$ cat config.mk
export PLATFORM = sky130hd
export DESIGN_NAME = oflow_mem_top
export DESIGN_NICKNAME = d
export VERILOG_FILES = /design/src/hdl/oflow_bbox_pkg.sv /design/src/hdl/oflow_ctrl_pkg.sv /design/src/hdl/oflow_mem_buffer.sv /design/src/hdl/oflow_fsm_mem_buffer.sv /design/src/hdl/oflow_mem_buffer_wrapper.sv /design/src/hdl/oflow_mem_apb_regs.sv /design/src/hdl/oflow_mem_top.sv
export VERILOG_INCLUDE_DIRS = /design/src /design/src/hdl
export SDC_FILE = /design/constraint.sdc
export NUM_CORES = 2
export LEC_CHECK = 0
export ABC_AREA = 0
export ABC_CLOCK_PERIOD_IN_PS = 8600
export BUFFER_PORTS_ARGS = -buffer_cell sky130_fd_sc_hd__buf_4
export CAP_MARGIN = 20
export CELL_PAD_IN_SITES_DETAIL_PLACEMENT = 1
export CELL_PAD_IN_SITES_GLOBAL_PLACEMENT = 2
export CORE_MARGIN = 3
export CORE_UTILIZATION = 34
export DETAILED_ROUTE_END_ITERATION = 8
export PLACE_DENSITY_LB_ADDON = 0.1
export SETUP_SLACK_MARGIN = 0.1
export SLEW_MARGIN = 20
export SYNTH_ARGS = -nofsm -noshare
export SYNTH_HDL_FRONTEND = slang
export SYNTH_SLANG_ARGS = --single-unit
export TNS_END_PERCENT = 50
$ cat constraint.sdc
create_clock -name clk -period 8.6 [get_ports clk]
set_clock_uncertainty 0.15 [all_clocks]
set_input_delay 1.72 -clock clk [delete_from_list [all_inputs] [get_ports clk]]
set_output_delay 1.72 -clock clk [all_outputs]
set_load 0.01 [all_outputs]
$ cat src/hdl/oflow_settings.svh
//--------------------------------------
// sizes shared by rtl and testbench
// box count must be even and fit a slot
// slot count is 2**FRAME_SLOTS_WIDTH
//--------------------------------------
`ifndef OFLOW_SETTINGS_SVH
`define OFLOW_SETTINGS_SVH

// one box record, four equal coordinates
`define DATA_WIDTH 32
// frames 0..255, wraps
`define TOTAL_FRAME_NUM_WIDTH 8
// fallback depth 1..3
`define NUM_OF_HISTORY_FRAMES_WIDTH 2
// boxes per frame 2..16
`define NUM_OF_BBOX_IN_FRAME_WIDTH 5
// record index inside a slot
`define OFFSET_WIDTH 4
// four frame slots
`define FRAME_SLOTS_WIDTH 2
// apb byte address
`define APB_ADDR_WIDTH 4

`endif

$ cat src/hdl/oflow_bbox_pkg.sv
//--------------------------------------
// types of the stored box data
// bbox_t splits DATA_WIDTH into x y w h
//--------------------------------------
`include "oflow_settings.svh"

package oflow_bbox_pkg;

	// quarter of the record per coordinate
	localparam int COORD_WIDTH = `DATA_WIDTH / 4;

	typedef struct packed {
		logic [COORD_WIDTH-1:0] x;
		logic [COORD_WIDTH-1:0] y;
		logic [COORD_WIDTH-1:0] w;
		logic [COORD_WIDTH-1:0] h;
	} bbox_t;

	// current frame number, modulo 256
	typedef logic [`TOTAL_FRAME_NUM_WIDTH-1:0] frame_num_t;
	// record index inside one slot
	typedef logic [`OFFSET_WIDTH-1:0] offset_t;
	// boxes in one frame
	typedef logic [`NUM_OF_BBOX_IN_FRAME_WIDTH-1:0] bbox_cnt_t;

endpackage

$ cat src/hdl/oflow_ctrl_pkg.sv
//--------------------------------------
// control types of the history buffer
// register map is 32-bit word aligned
//--------------------------------------
`include "oflow_settings.svh"

package oflow_ctrl_pkg;

	typedef enum logic [2:0] {
		ST_IDLE,
		ST_WRITE,
		ST_READ_ISSUE,
		ST_READ_WAIT,
		ST_DONE
	} buf_state_t;

	// fallback depth and 1-based history index
	typedef logic [`NUM_OF_HISTORY_FRAMES_WIDTH-1:0] history_cnt_t;

	typedef logic [`APB_ADDR_WIDTH-1:0] apb_addr_t;

	localparam apb_addr_t REG_FRAME_NUM = 'h0;
	localparam apb_addr_t REG_HISTORY   = 'h4;
	localparam apb_addr_t REG_BBOX_CNT  = 'h8;
	localparam apb_addr_t REG_STATUS    = 'hC;

endpackage

$ cat src/hdl/oflow_mem_buffer.sv
//--------------------------------------
// four frame slots of 16 box records
// two lanes, read data one cycle late
// whole array is zeroed by reset
//--------------------------------------
`timescale 1ns/1ps
`include "oflow_settings.svh"

module oflow_mem_buffer (
	input  logic clk,
	input  logic rst,
	input  logic [`FRAME_SLOTS_WIDTH-1:0] slot,
	input  oflow_bbox_pkg::offset_t offset_0,
	input  oflow_bbox_pkg::offset_t offset_1,
	input  logic we,
	input  oflow_bbox_pkg::bbox_t data_in_0,
	input  oflow_bbox_pkg::bbox_t data_in_1,
	output oflow_bbox_pkg::bbox_t data_out_0,
	output oflow_bbox_pkg::bbox_t data_out_1
);
	import oflow_bbox_pkg::*;

	localparam int NUM_SLOTS  = 2 ** `FRAME_SLOTS_WIDTH;
	localparam int SLOT_DEPTH = 2 ** `OFFSET_WIDTH;

	// slot x record
	bbox_t mem [NUM_SLOTS][SLOT_DEPTH];

	// ----------------------------------------
	// write port, both lanes same slot
	// ----------------------------------------
	always_ff @(posedge clk) begin
		if (rst) begin
			// unwritten history reads back as zero
			for (int s = 0; s < NUM_SLOTS; s++) begin
				for (int o = 0; o < SLOT_DEPTH; o++) begin
					mem[s][o] <= '0;
				end
			end
		end else if (we) begin
			mem[slot][offset_0] <= data_in_0;
			mem[slot][offset_1] <= data_in_1;
		end
	end

	// ----------------------------------------
	// registered read
	// ----------------------------------------
	// address held steady by fsm -> data holds too
	always_ff @(posedge clk) begin
		data_out_0 <= mem[slot][offset_0];
		data_out_1 <= mem[slot][offset_1];
	end

	// the pair from the fsm never collides on one record
	a_lanes_distinct: assert property (@(posedge clk) disable iff (rst)
		we |-> (offset_0 != offset_1));

endmodule

$ cat src/hdl/oflow_fsm_mem_buffer.sv
//--------------------------------------
// sequences write and history-read passes
// config inputs must stay still in a pass
// H = min(history, frame_num), 0 -> no data
//--------------------------------------
`timescale 1ns/1ps
`include "oflow_settings.svh"

module oflow_fsm_mem_buffer (
	input  logic clk,
	input  logic rst,
	input  oflow_bbox_pkg::frame_num_t frame_num,
	input  oflow_ctrl_pkg::history_cnt_t num_of_history_frames,
	input  oflow_bbox_pkg::bbox_cnt_t num_of_bbox_in_frame,
	input  logic start_read,
	input  logic start_write,
	input  logic ready_from_core,
	input  logic read_new_line,
	output logic rnw_st,
	output logic wr_strobe,
	output oflow_bbox_pkg::frame_num_t frame_to_read,
	output oflow_bbox_pkg::offset_t offset_0_read,
	output oflow_bbox_pkg::offset_t offset_1_read,
	output oflow_bbox_pkg::offset_t offset_0_write,
	output oflow_bbox_pkg::offset_t offset_1_write,
	output logic data_out_valid,
	output logic busy,
	output logic done_read,
	output logic done_write,
	output oflow_ctrl_pkg::history_cnt_t counter_of_history_frame_to_interface
);
	import oflow_bbox_pkg::*;
	import oflow_ctrl_pkg::*;

	// one pair covers two records
	localparam int PAIR_WIDTH = `OFFSET_WIDTH - 1;

	buf_state_t state;
	logic [PAIR_WIDTH-1:0] wr_pair;
	logic [PAIR_WIDTH-1:0] rd_pair;
	history_cnt_t hist_cnt;
	history_cnt_t hist_depth;
	logic wr_last;
	logic rd_last_pair;
	logic rd_last_frame;

	// ----------------------------------------
	// addresses and limits
	// ----------------------------------------
	// early frames have fewer frames behind them
	assign hist_depth = (frame_num < frame_num_t'(num_of_history_frames)) ?
		history_cnt_t'(frame_num) : num_of_history_frames;

	// pair k -> records 2k and 2k+1
	assign offset_0_write = {wr_pair, 1'b0};
	assign offset_1_write = {wr_pair, 1'b1};
	assign offset_0_read  = {rd_pair, 1'b0};
	assign offset_1_read  = {rd_pair, 1'b1};

	// frame_num - k, wraps at 256
	assign frame_to_read = frame_num - frame_num_t'(hist_cnt);

	// last pair once odd record + 1 reaches the count
	assign wr_last       = ({1'b0, offset_1_write} + 1'b1) == num_of_bbox_in_frame;
	assign rd_last_pair  = ({1'b0, offset_1_read} + 1'b1) == num_of_bbox_in_frame;
	assign rd_last_frame = (hist_cnt == hist_depth);

	// ----------------------------------------
	// outputs decoded from state
	// ----------------------------------------
	assign wr_strobe      = (state == ST_WRITE) && ready_from_core;
	assign data_out_valid = (state == ST_READ_WAIT);
	assign busy           = (state != ST_IDLE);
	// pass type kept in rnw_st through done
	assign done_write     = (state == ST_DONE) && rnw_st;
	assign done_read      = (state == ST_DONE) && !rnw_st;
	assign counter_of_history_frame_to_interface = hist_cnt;

	// ----------------------------------------
	// state machine
	// ----------------------------------------
	always_ff @(posedge clk) begin
		if (rst) begin
			state    <= ST_IDLE;
			rnw_st   <= 1'b0;
			wr_pair  <= '0;
			rd_pair  <= '0;
			hist_cnt <= '0;
		end else begin
			case (state)
				ST_IDLE: begin
					// write wins if both starts collide
					if (start_write) begin
						rnw_st  <= 1'b1;
						wr_pair <= '0;
						state   <= ST_WRITE;
					end else if (start_read) begin
						rnw_st  <= 1'b0;
						rd_pair <= '0;
						if (hist_depth == '0) begin
							hist_cnt <= '0;
							state    <= ST_DONE;
						end else begin
							hist_cnt <= history_cnt_t'(1);
							state    <= ST_READ_ISSUE;
						end
					end
				end
				ST_WRITE: begin
					// stall while the core holds back
					if (ready_from_core) begin
						wr_pair <= wr_pair + 1'b1;
						if (wr_last) begin
							state <= ST_DONE;
						end
					end
				end
				ST_READ_ISSUE: begin
					// memory latches the address here
					state <= ST_READ_WAIT;
				end
				ST_READ_WAIT: begin
					// line ends on the metric handshake
					if (read_new_line) begin
						if (!rd_last_pair) begin
							rd_pair <= rd_pair + 1'b1;
							state   <= ST_READ_ISSUE;
						end else if (!rd_last_frame) begin
							rd_pair  <= '0;
							hist_cnt <= hist_cnt + 1'b1;
							state    <= ST_READ_ISSUE;
						end else begin
							state <= ST_DONE;
						end
					end
				end
				ST_DONE: begin
					state <= ST_IDLE;
				end
				default: begin
					state <= ST_IDLE;
				end
			endcase
		end
	end

	// a line is never dropped or moved to another frame before the metric takes it
	a_valid_holds: assert property (@(posedge clk) disable iff (rst)
		(data_out_valid && !read_new_line) |=>
			(data_out_valid && $stable(frame_to_read)));

endmodule

$ cat src/hdl/oflow_mem_buffer_wrapper.sv
//--------------------------------------
// fsm plus slot memory
// slot = frame modulo 4, no written check
//--------------------------------------
`timescale 1ns/1ps
`include "oflow_settings.svh"

module oflow_mem_buffer_wrapper (
	input  logic clk,
	input  logic rst,
	input  oflow_bbox_pkg::frame_num_t frame_num,
	input  oflow_ctrl_pkg::history_cnt_t num_of_history_frames,
	input  oflow_bbox_pkg::bbox_cnt_t num_of_bbox_in_frame,
	input  logic start_read,
	input  logic start_write,
	input  logic ready_from_core,
	input  logic read_new_line,
	input  oflow_bbox_pkg::bbox_t data_in_0,
	input  oflow_bbox_pkg::bbox_t data_in_1,
	output logic done_read,
	output logic done_write,
	output logic busy,
	output logic data_out_valid,
	output oflow_bbox_pkg::bbox_t data_out_0,
	output oflow_bbox_pkg::bbox_t data_out_1,
	output oflow_ctrl_pkg::history_cnt_t counter_of_history_frame_to_interface
);
	import oflow_bbox_pkg::*;

	logic rnw_st;
	logic wr_strobe;
	logic we;
	frame_num_t frame_to_read;
	frame_num_t frame_sel;
	offset_t offset_0_read;
	offset_t offset_1_read;
	offset_t offset_0_write;
	offset_t offset_1_write;
	offset_t offset_0;
	offset_t offset_1;

	// ----------------------------------------
	// read / write steering
	// ----------------------------------------
	// write pass -> current frame, read pass -> history frame
	assign frame_sel = rnw_st ? frame_num : frame_to_read;
	assign offset_0  = rnw_st ? offset_0_write : offset_0_read;
	assign offset_1  = rnw_st ? offset_1_write : offset_1_read;
	// only pairs accepted by the core are stored
	assign we        = rnw_st && wr_strobe;

	oflow_mem_buffer u_mem (
		.clk        (clk),
		.rst        (rst),
		.slot       (frame_sel[`FRAME_SLOTS_WIDTH-1:0]),
		.offset_0   (offset_0),
		.offset_1   (offset_1),
		.we         (we),
		.data_in_0  (data_in_0),
		.data_in_1  (data_in_1),
		.data_out_0 (data_out_0),
		.data_out_1 (data_out_1)
	);

	oflow_fsm_mem_buffer u_fsm (
		.clk                   (clk),
		.rst                   (rst),
		.frame_num             (frame_num),
		.num_of_history_frames (num_of_history_frames),
		.num_of_bbox_in_frame  (num_of_bbox_in_frame),
		.start_read            (start_read),
		.start_write           (start_write),
		.ready_from_core       (ready_from_core),
		.read_new_line         (read_new_line),
		.rnw_st                (rnw_st),
		.wr_strobe             (wr_strobe),
		.frame_to_read         (frame_to_read),
		.offset_0_read         (offset_0_read),
		.offset_1_read         (offset_1_read),
		.offset_0_write        (offset_0_write),
		.offset_1_write        (offset_1_write),
		.data_out_valid        (data_out_valid),
		.busy                  (busy),
		.done_read             (done_read),
		.done_write            (done_write),
		.counter_of_history_frame_to_interface (counter_of_history_frame_to_interface)
	);

endmodule

$ cat src/hdl/oflow_mem_apb_regs.sv
//--------------------------------------
// apb config and status, zero wait state
// bad values -> pslverr, register kept
// no writes while a pass is running
//--------------------------------------
`timescale 1ns/1ps
`include "oflow_settings.svh"

module oflow_mem_apb_regs (
	input  logic clk,
	input  logic rst,
	input  logic psel,
	input  logic penable,
	input  logic pwrite,
	input  logic [`APB_ADDR_WIDTH-1:0] paddr,
	input  logic [31:0] pwdata,
	output logic [31:0] prdata,
	output logic pready,
	output logic pslverr,
	output oflow_bbox_pkg::frame_num_t frame_num,
	output oflow_ctrl_pkg::history_cnt_t num_of_history_frames,
	output oflow_bbox_pkg::bbox_cnt_t num_of_bbox_in_frame,
	input  logic busy,
	input  logic done_write,
	input  oflow_ctrl_pkg::history_cnt_t counter_of_history_frame_to_interface
);
	import oflow_bbox_pkg::*;
	import oflow_ctrl_pkg::*;

	localparam int MAX_BBOX    = 2 ** `OFFSET_WIDTH;
	localparam int MAX_HISTORY = 2 ** `NUM_OF_HISTORY_FRAMES_WIDTH - 1;

	logic wr_access;
	logic rd_status;
	logic bad_history;
	logic bad_bbox_cnt;
	logic wr_error;
	logic done_sticky;

	// ----------------------------------------
	// decode and range checks
	// ----------------------------------------
	assign wr_access = psel && penable && pwrite;
	assign rd_status = psel && penable && !pwrite && (paddr == REG_STATUS);

	assign bad_history  = (pwdata == '0) || (pwdata > MAX_HISTORY);
	// odd, zero or more than a slot holds
	assign bad_bbox_cnt = pwdata[0] || (pwdata == '0) || (pwdata > MAX_BBOX);

	always_comb begin
		case (paddr)
			REG_FRAME_NUM: wr_error = 1'b0;
			REG_HISTORY:   wr_error = bad_history;
			REG_BBOX_CNT:  wr_error = bad_bbox_cnt;
			// status and holes are read-only
			default:       wr_error = 1'b1;
		endcase
	end

	// never stalls
	assign pready  = 1'b1;
	assign pslverr = wr_access && wr_error;

	// ----------------------------------------
	// config registers
	// ----------------------------------------
	always_ff @(posedge clk) begin
		if (rst) begin
			frame_num             <= '0;
			num_of_history_frames <= history_cnt_t'(1);
			num_of_bbox_in_frame  <= bbox_cnt_t'(2);
		end else if (wr_access && !wr_error) begin
			case (paddr)
				// frame number wraps, upper bits dropped
				REG_FRAME_NUM: frame_num <= pwdata[`TOTAL_FRAME_NUM_WIDTH-1:0];
				REG_HISTORY: begin
					num_of_history_frames <= pwdata[`NUM_OF_HISTORY_FRAMES_WIDTH-1:0];
				end
				REG_BBOX_CNT: begin
					num_of_bbox_in_frame <= pwdata[`NUM_OF_BBOX_IN_FRAME_WIDTH-1:0];
				end
				default: begin
					frame_num <= frame_num;
				end
			endcase
		end
	end

	// set beats clear when both land together
	always_ff @(posedge clk) begin
		if (rst) begin
			done_sticky <= 1'b0;
		end else if (done_write) begin
			done_sticky <= 1'b1;
		end else if (rd_status) begin
			done_sticky <= 1'b0;
		end
	end

	// ----------------------------------------
	// read mux
	// ----------------------------------------
	always_comb begin
		prdata = '0;
		case (paddr)
			REG_FRAME_NUM: prdata[`TOTAL_FRAME_NUM_WIDTH-1:0] = frame_num;
			REG_HISTORY:   prdata[`NUM_OF_HISTORY_FRAMES_WIDTH-1:0] = num_of_history_frames;
			REG_BBOX_CNT:  prdata[`NUM_OF_BBOX_IN_FRAME_WIDTH-1:0] = num_of_bbox_in_frame;
			REG_STATUS: begin
				prdata[`NUM_OF_HISTORY_FRAMES_WIDTH-1:0] = counter_of_history_frame_to_interface;
				prdata[4] = busy;
				prdata[8] = done_sticky;
			end
			default: prdata = '0;
		endcase
	end

	// config must not move under a running pass
	a_no_cfg_write_busy: assert property (@(posedge clk) disable iff (rst)
		(wr_access && !wr_error) |-> !busy);

endmodule

$ cat src/hdl/oflow_mem_top.sv
//--------------------------------------
// apb registers + history buffer
// core ports pass straight through
//--------------------------------------
`timescale 1ns/1ps
`include "oflow_settings.svh"

module oflow_mem_top (
	input  logic clk,
	input  logic rst,
	input  logic psel,
	input  logic penable,
	input  logic pwrite,
	input  logic [`APB_ADDR_WIDTH-1:0] paddr,
	input  logic [31:0] pwdata,
	output logic [31:0] prdata,
	output logic pready,
	output logic pslverr,
	input  logic start_read,
	input  logic start_write,
	input  logic ready_from_core,
	input  logic read_new_line,
	input  oflow_bbox_pkg::bbox_t data_in_0,
	input  oflow_bbox_pkg::bbox_t data_in_1,
	output logic done_read,
	output logic done_write,
	output logic data_out_valid,
	output oflow_bbox_pkg::bbox_t data_out_0,
	output oflow_bbox_pkg::bbox_t data_out_1
);
	import oflow_bbox_pkg::*;
	import oflow_ctrl_pkg::*;

	// config from regs, status back
	frame_num_t frame_num;
	history_cnt_t num_of_history_frames;
	bbox_cnt_t num_of_bbox_in_frame;
	logic busy;
	history_cnt_t hist_counter;

	oflow_mem_apb_regs u_regs (
		.clk                   (clk),
		.rst                   (rst),
		.psel                  (psel),
		.penable               (penable),
		.pwrite                (pwrite),
		.paddr                 (paddr),
		.pwdata                (pwdata),
		.prdata                (prdata),
		.pready                (pready),
		.pslverr               (pslverr),
		.frame_num             (frame_num),
		.num_of_history_frames (num_of_history_frames),
		.num_of_bbox_in_frame  (num_of_bbox_in_frame),
		.busy                  (busy),
		.done_write            (done_write),
		.counter_of_history_frame_to_interface (hist_counter)
	);

	oflow_mem_buffer_wrapper u_buf (
		.clk                   (clk),
		.rst                   (rst),
		.frame_num             (frame_num),
		.num_of_history_frames (num_of_history_frames),
		.num_of_bbox_in_frame  (num_of_bbox_in_frame),
		.start_read            (start_read),
		.start_write           (start_write),
		.ready_from_core       (ready_from_core),
		.read_new_line         (read_new_line),
		.data_in_0             (data_in_0),
		.data_in_1             (data_in_1),
		.done_read             (done_read),
		.done_write            (done_write),
		.busy                  (busy),
		.data_out_valid        (data_out_valid),
		.data_out_0            (data_out_0),
		.data_out_1            (data_out_1),
		.counter_of_history_frame_to_interface (hist_counter)
	);

endmodule

==> results.cfg <==
[final_layout]
drive_above_1_share_pct = 12.6
finalNonFillerCells = 11417
layout.cell_area.non_filler_um2 = 112000
total_nets_final = 7532
area_overhead_vs_synth_pct = 14.8

[global_routing]
globalRoute.busiestLayer = met2
gr-usage-all-layers_pct = 28.4
grt.overflow.total = 0
grt_pass1_wl_um = 579000
grtUsageMet1_pct = 39.5
antenna_found_initial = 62
groute.layer.met3.usage_pct = 3.68
met2_global_route_usage_pct = 46.8
grt_pass1_vias = 66416
grt_max_degree = 97

[pwr]
total_power_mw = 24.4
part_of_the_total_power_dissipated_in_combinational_logic_pct = 6.3
power.clock.fraction_pct = 44.8
seqPwrFrac_pct = 48.9
power.internal_mw = 18.4
switching_share_pct = 24.6
leakagePower_nw = 38.6
powerDensity_nw_per_um2 = 217
total_switching_power_mw = 5.99
vdd.ir_drop.worst_uv = 118

[synthesis]
yosys_warnings = 0
post-synth-top-count-cell = sky130_fd_sc_hd__and2_1
gate_count_of_the_mapped_netlist = 7440
seq_area_frac_synth_pct = 64.8
synth_top_area_share_pct = 63.0
synth.cell_area_um2 = 97700
ys_async_sr_fraction_pct = 0
synth_enable_flop_cells = 2048
synth_area_leader_cell = sky130_fd_sc_hd__edfxtp_1
post_synth.cell_area_avg_um2 = 13.1
ys_ff_latch = 2140
netlist_top_cells_count = sky130_fd_sc_hd__and2_1, sky130_fd_sc_hd__edfxtp_1, sky130_fd_sc_hd__mux2i_1
synth_top_cells_by_area = sky130_fd_sc_hd__edfxtp_1, sky130_fd_sc_hd__and2_1, sky130_fd_sc_hd__mux2i_1, sky130_fd_sc_hd__o22ai_1, sky130_fd_sc_hd__clkbuf_1
number_of_unique_standard_cell_types_used_by_synthesis = 74
synth_top_flop_cell = sky130_fd_sc_hd__edfxtp_1

[timing]
maximum_clock_frequency_mhz = 175
endpoints_failing_hold = 0
fin_crit_ns = 5.72
worst_hold_slack_ns = 0.371
unrepaired_setup_endpoints_after_global_routing = no
maxSlewHeadroom_pct = 20.2
setup_total_negative_slack_ns = 0
setup_viol_count_final = 0
period_share_pct = 66.5
timing_max_transition_violations_final = 0
worst_pin_slew_ns = 1.19

[clock_network]
tritoncts = yes
htree_levels = 5
ctsResizeCount = 0
worst_skew_pair.late_latency_ns = 0.90
cts_made_buffers = 264
cts_post_setup_buffers_inserted = 0
clk_transition_reported_paths_ns = 0.05
hold_buffers = 0
maximum_count_of_clock_buffers_along_a_single_path = 4
cts_root_buffer = sky130_fd_sc_hd__clkbuf_16
tritoncts_num_sinks = 2140

[die]
num_io_pins = 210
die_height_um = 542
floorplan.die_area_um2 = 294000
floorplan.rows = 196
start_util_pct = 34.2
floorplan.die.width_um = 542
floorplan_core_area_um2 = 285000

[worst_setup_path]
worst_setup_path_end_kind = flop
worstPathRequired_ns = 9.00
r2r.worst_path.cells = 9
cp_buf_inv_count = 2
path_max_fanout = 26
timing.critical_path.slowest_cell_delay_ns = 0.97
crit_cells = 9
critical_path.cell_chain = nand2b_1, nand2_4, nor2_2, buf_4, nand2_4, buf_4, o22ai_1, nor4_1, nand4_1
timing.critical_path.slowest_stage_cell = sky130_fd_sc_hd__dfxtp_1
cp-start-kind = flop
worst_path_dominant_cell_family = simple AND/OR/NAND/NOR gates
worstPathArrival_ns = 6.12
worstSetupPathType = flop to flop

[run]
max_cap_violations = 0

[placed_design]
place.detailed.instances = 10915
place.gp.congestion = 0.789
place_hpwl_um = 237000
io_buffer_count = 185
placed_cell_area_um2 = 104000

[route]
drt.antenna.violating_nets = 0
detail_route.vias_per_cell = 5.75
detailroute.via_count = 65639
dr.first_iter.drc_count = 7850
finalWirelength_um = 427000
drtPass1Iterations = 6
drc = 0
routed_wire_length_per_instance_um = 37.4

[worst_hold_path]
whs_path_depth = 1
holdCritPathClass = flop to flop

[outcome]
status = complete, no violations
[logic make-up (layout without fill, tap and decap cells)]
group | count (synthesis) | in the layout | share of synthesized area [%]
AOI/OAI and AO/OA | 847 | 847 | 5.69
xor gates and xnor gates | 12 | 12 | 0.115
adders and majority gates | 4 | 4 | 0.0512
buffers and inverters | 722 | 883 | 3.14
DFF | 2140 | 2140 | 64.8
muxes | 880 | 880 | 9.28
other | 2 | 56 | 0.00769
and+or+nand+nor | 2833 | 2833 | 16.9
[worst paths after layout]
path / from / to / slack, ns
max: u_buf.u_fsm.rnw_st / u_buf.u_mem.data_out_0[25] / 2.88
min: u_regs.num_of_bbox_in_frame[0] / u_regs.num_of_bbox_in_frame[0] / 0.37
max reg2reg: u_buf.u_fsm.rnw_st / u_buf.u_mem.data_out_0[25] / 2.88
min reg2reg: u_regs.num_of_bbox_in_frame[0] / u_regs.num_of_bbox_in_frame[0] / 0.37
[cell usage in the layout, fill, tap and decap left out, drive strengths merged, types with 5 or more instances in the layout]
cell type	count
dfxtp	92
nand4	19
a21oi	97
o211ai	5
clkinv	85
conb	24
o221ai	45
mux2	39
or3	8
xnor2	5
diode	32
a31o	39
nand3	32
a31oi	16
and3	14
a221oi	50
o21ai	89
nand2	402
a2111oi	10
a211oi	5
mux4	16
edfxtp	2048
a22oi	12
nor4	108
o22ai	442
nand2b	6
inv	22
o2bb2ai	5
and2	2058
mux2i	825
bufinv	11
buf	404
xor2	7
nor2b	6
nor3	74
clkbuf	358
nor2	94
[power by group through the flow]
stage	registers (mW)	clock network, mW	logic [mW]
global placement	12.1	0	1.53
floorplan	12.2	0	0.634
global route	12.0	11.5	1.60
CTS	11.9	11.1	1.55
finish	11.9	10.9	1.54
detailed placement	12.1	0	1.54
[state kept, by name, summed over array words and instances, names as in the netlist, 3 cells and up]
| signal | cells |
|---|---|
| u_regs.num_of_bbox_in_frame | 5 |
| u_buf.u_mem.mem | 2048 |
| u_buf.u_fsm.rd_pair | 3 |
| u_buf.u_fsm.wr_pair | 3 |
| u_buf.u_mem.data_out_0 | 32 |
| u_buf.u_fsm.state | 3 |
| u_buf.u_mem.data_out_1 | 32 |
| u_regs.frame_num | 8 |
[layout make-up]
type | instances | area [um^2]
fill | 29190 | 173000
sequential | 2140 | 63300
multi-input combinational | 4600 | 32100
clock buffer | 358 | 7230
tap | 3762 | 4710
timing repair buffer | 404 | 3660
clock inverter | 112 | 995
antenna | 32 | 80.1
inverter | 9 | 37.5
[layer usage]
layer  wire length, um  share of wire, %
met1            184000                43
met2            202000                47
met5                 0                 0
met3             29400               6.9
met4             11600               2.7
[metrics by stage]
stage	util [%]	worst slack (ns)
after floorplan	-	0.643
after global placement	36.3	2.52
after detailed placement	36.4	2.59
after CTS	39.3	2.78
after global routing	39.3	2.73
final	39.3	2.88
Power figures use the tool's default switching activity.
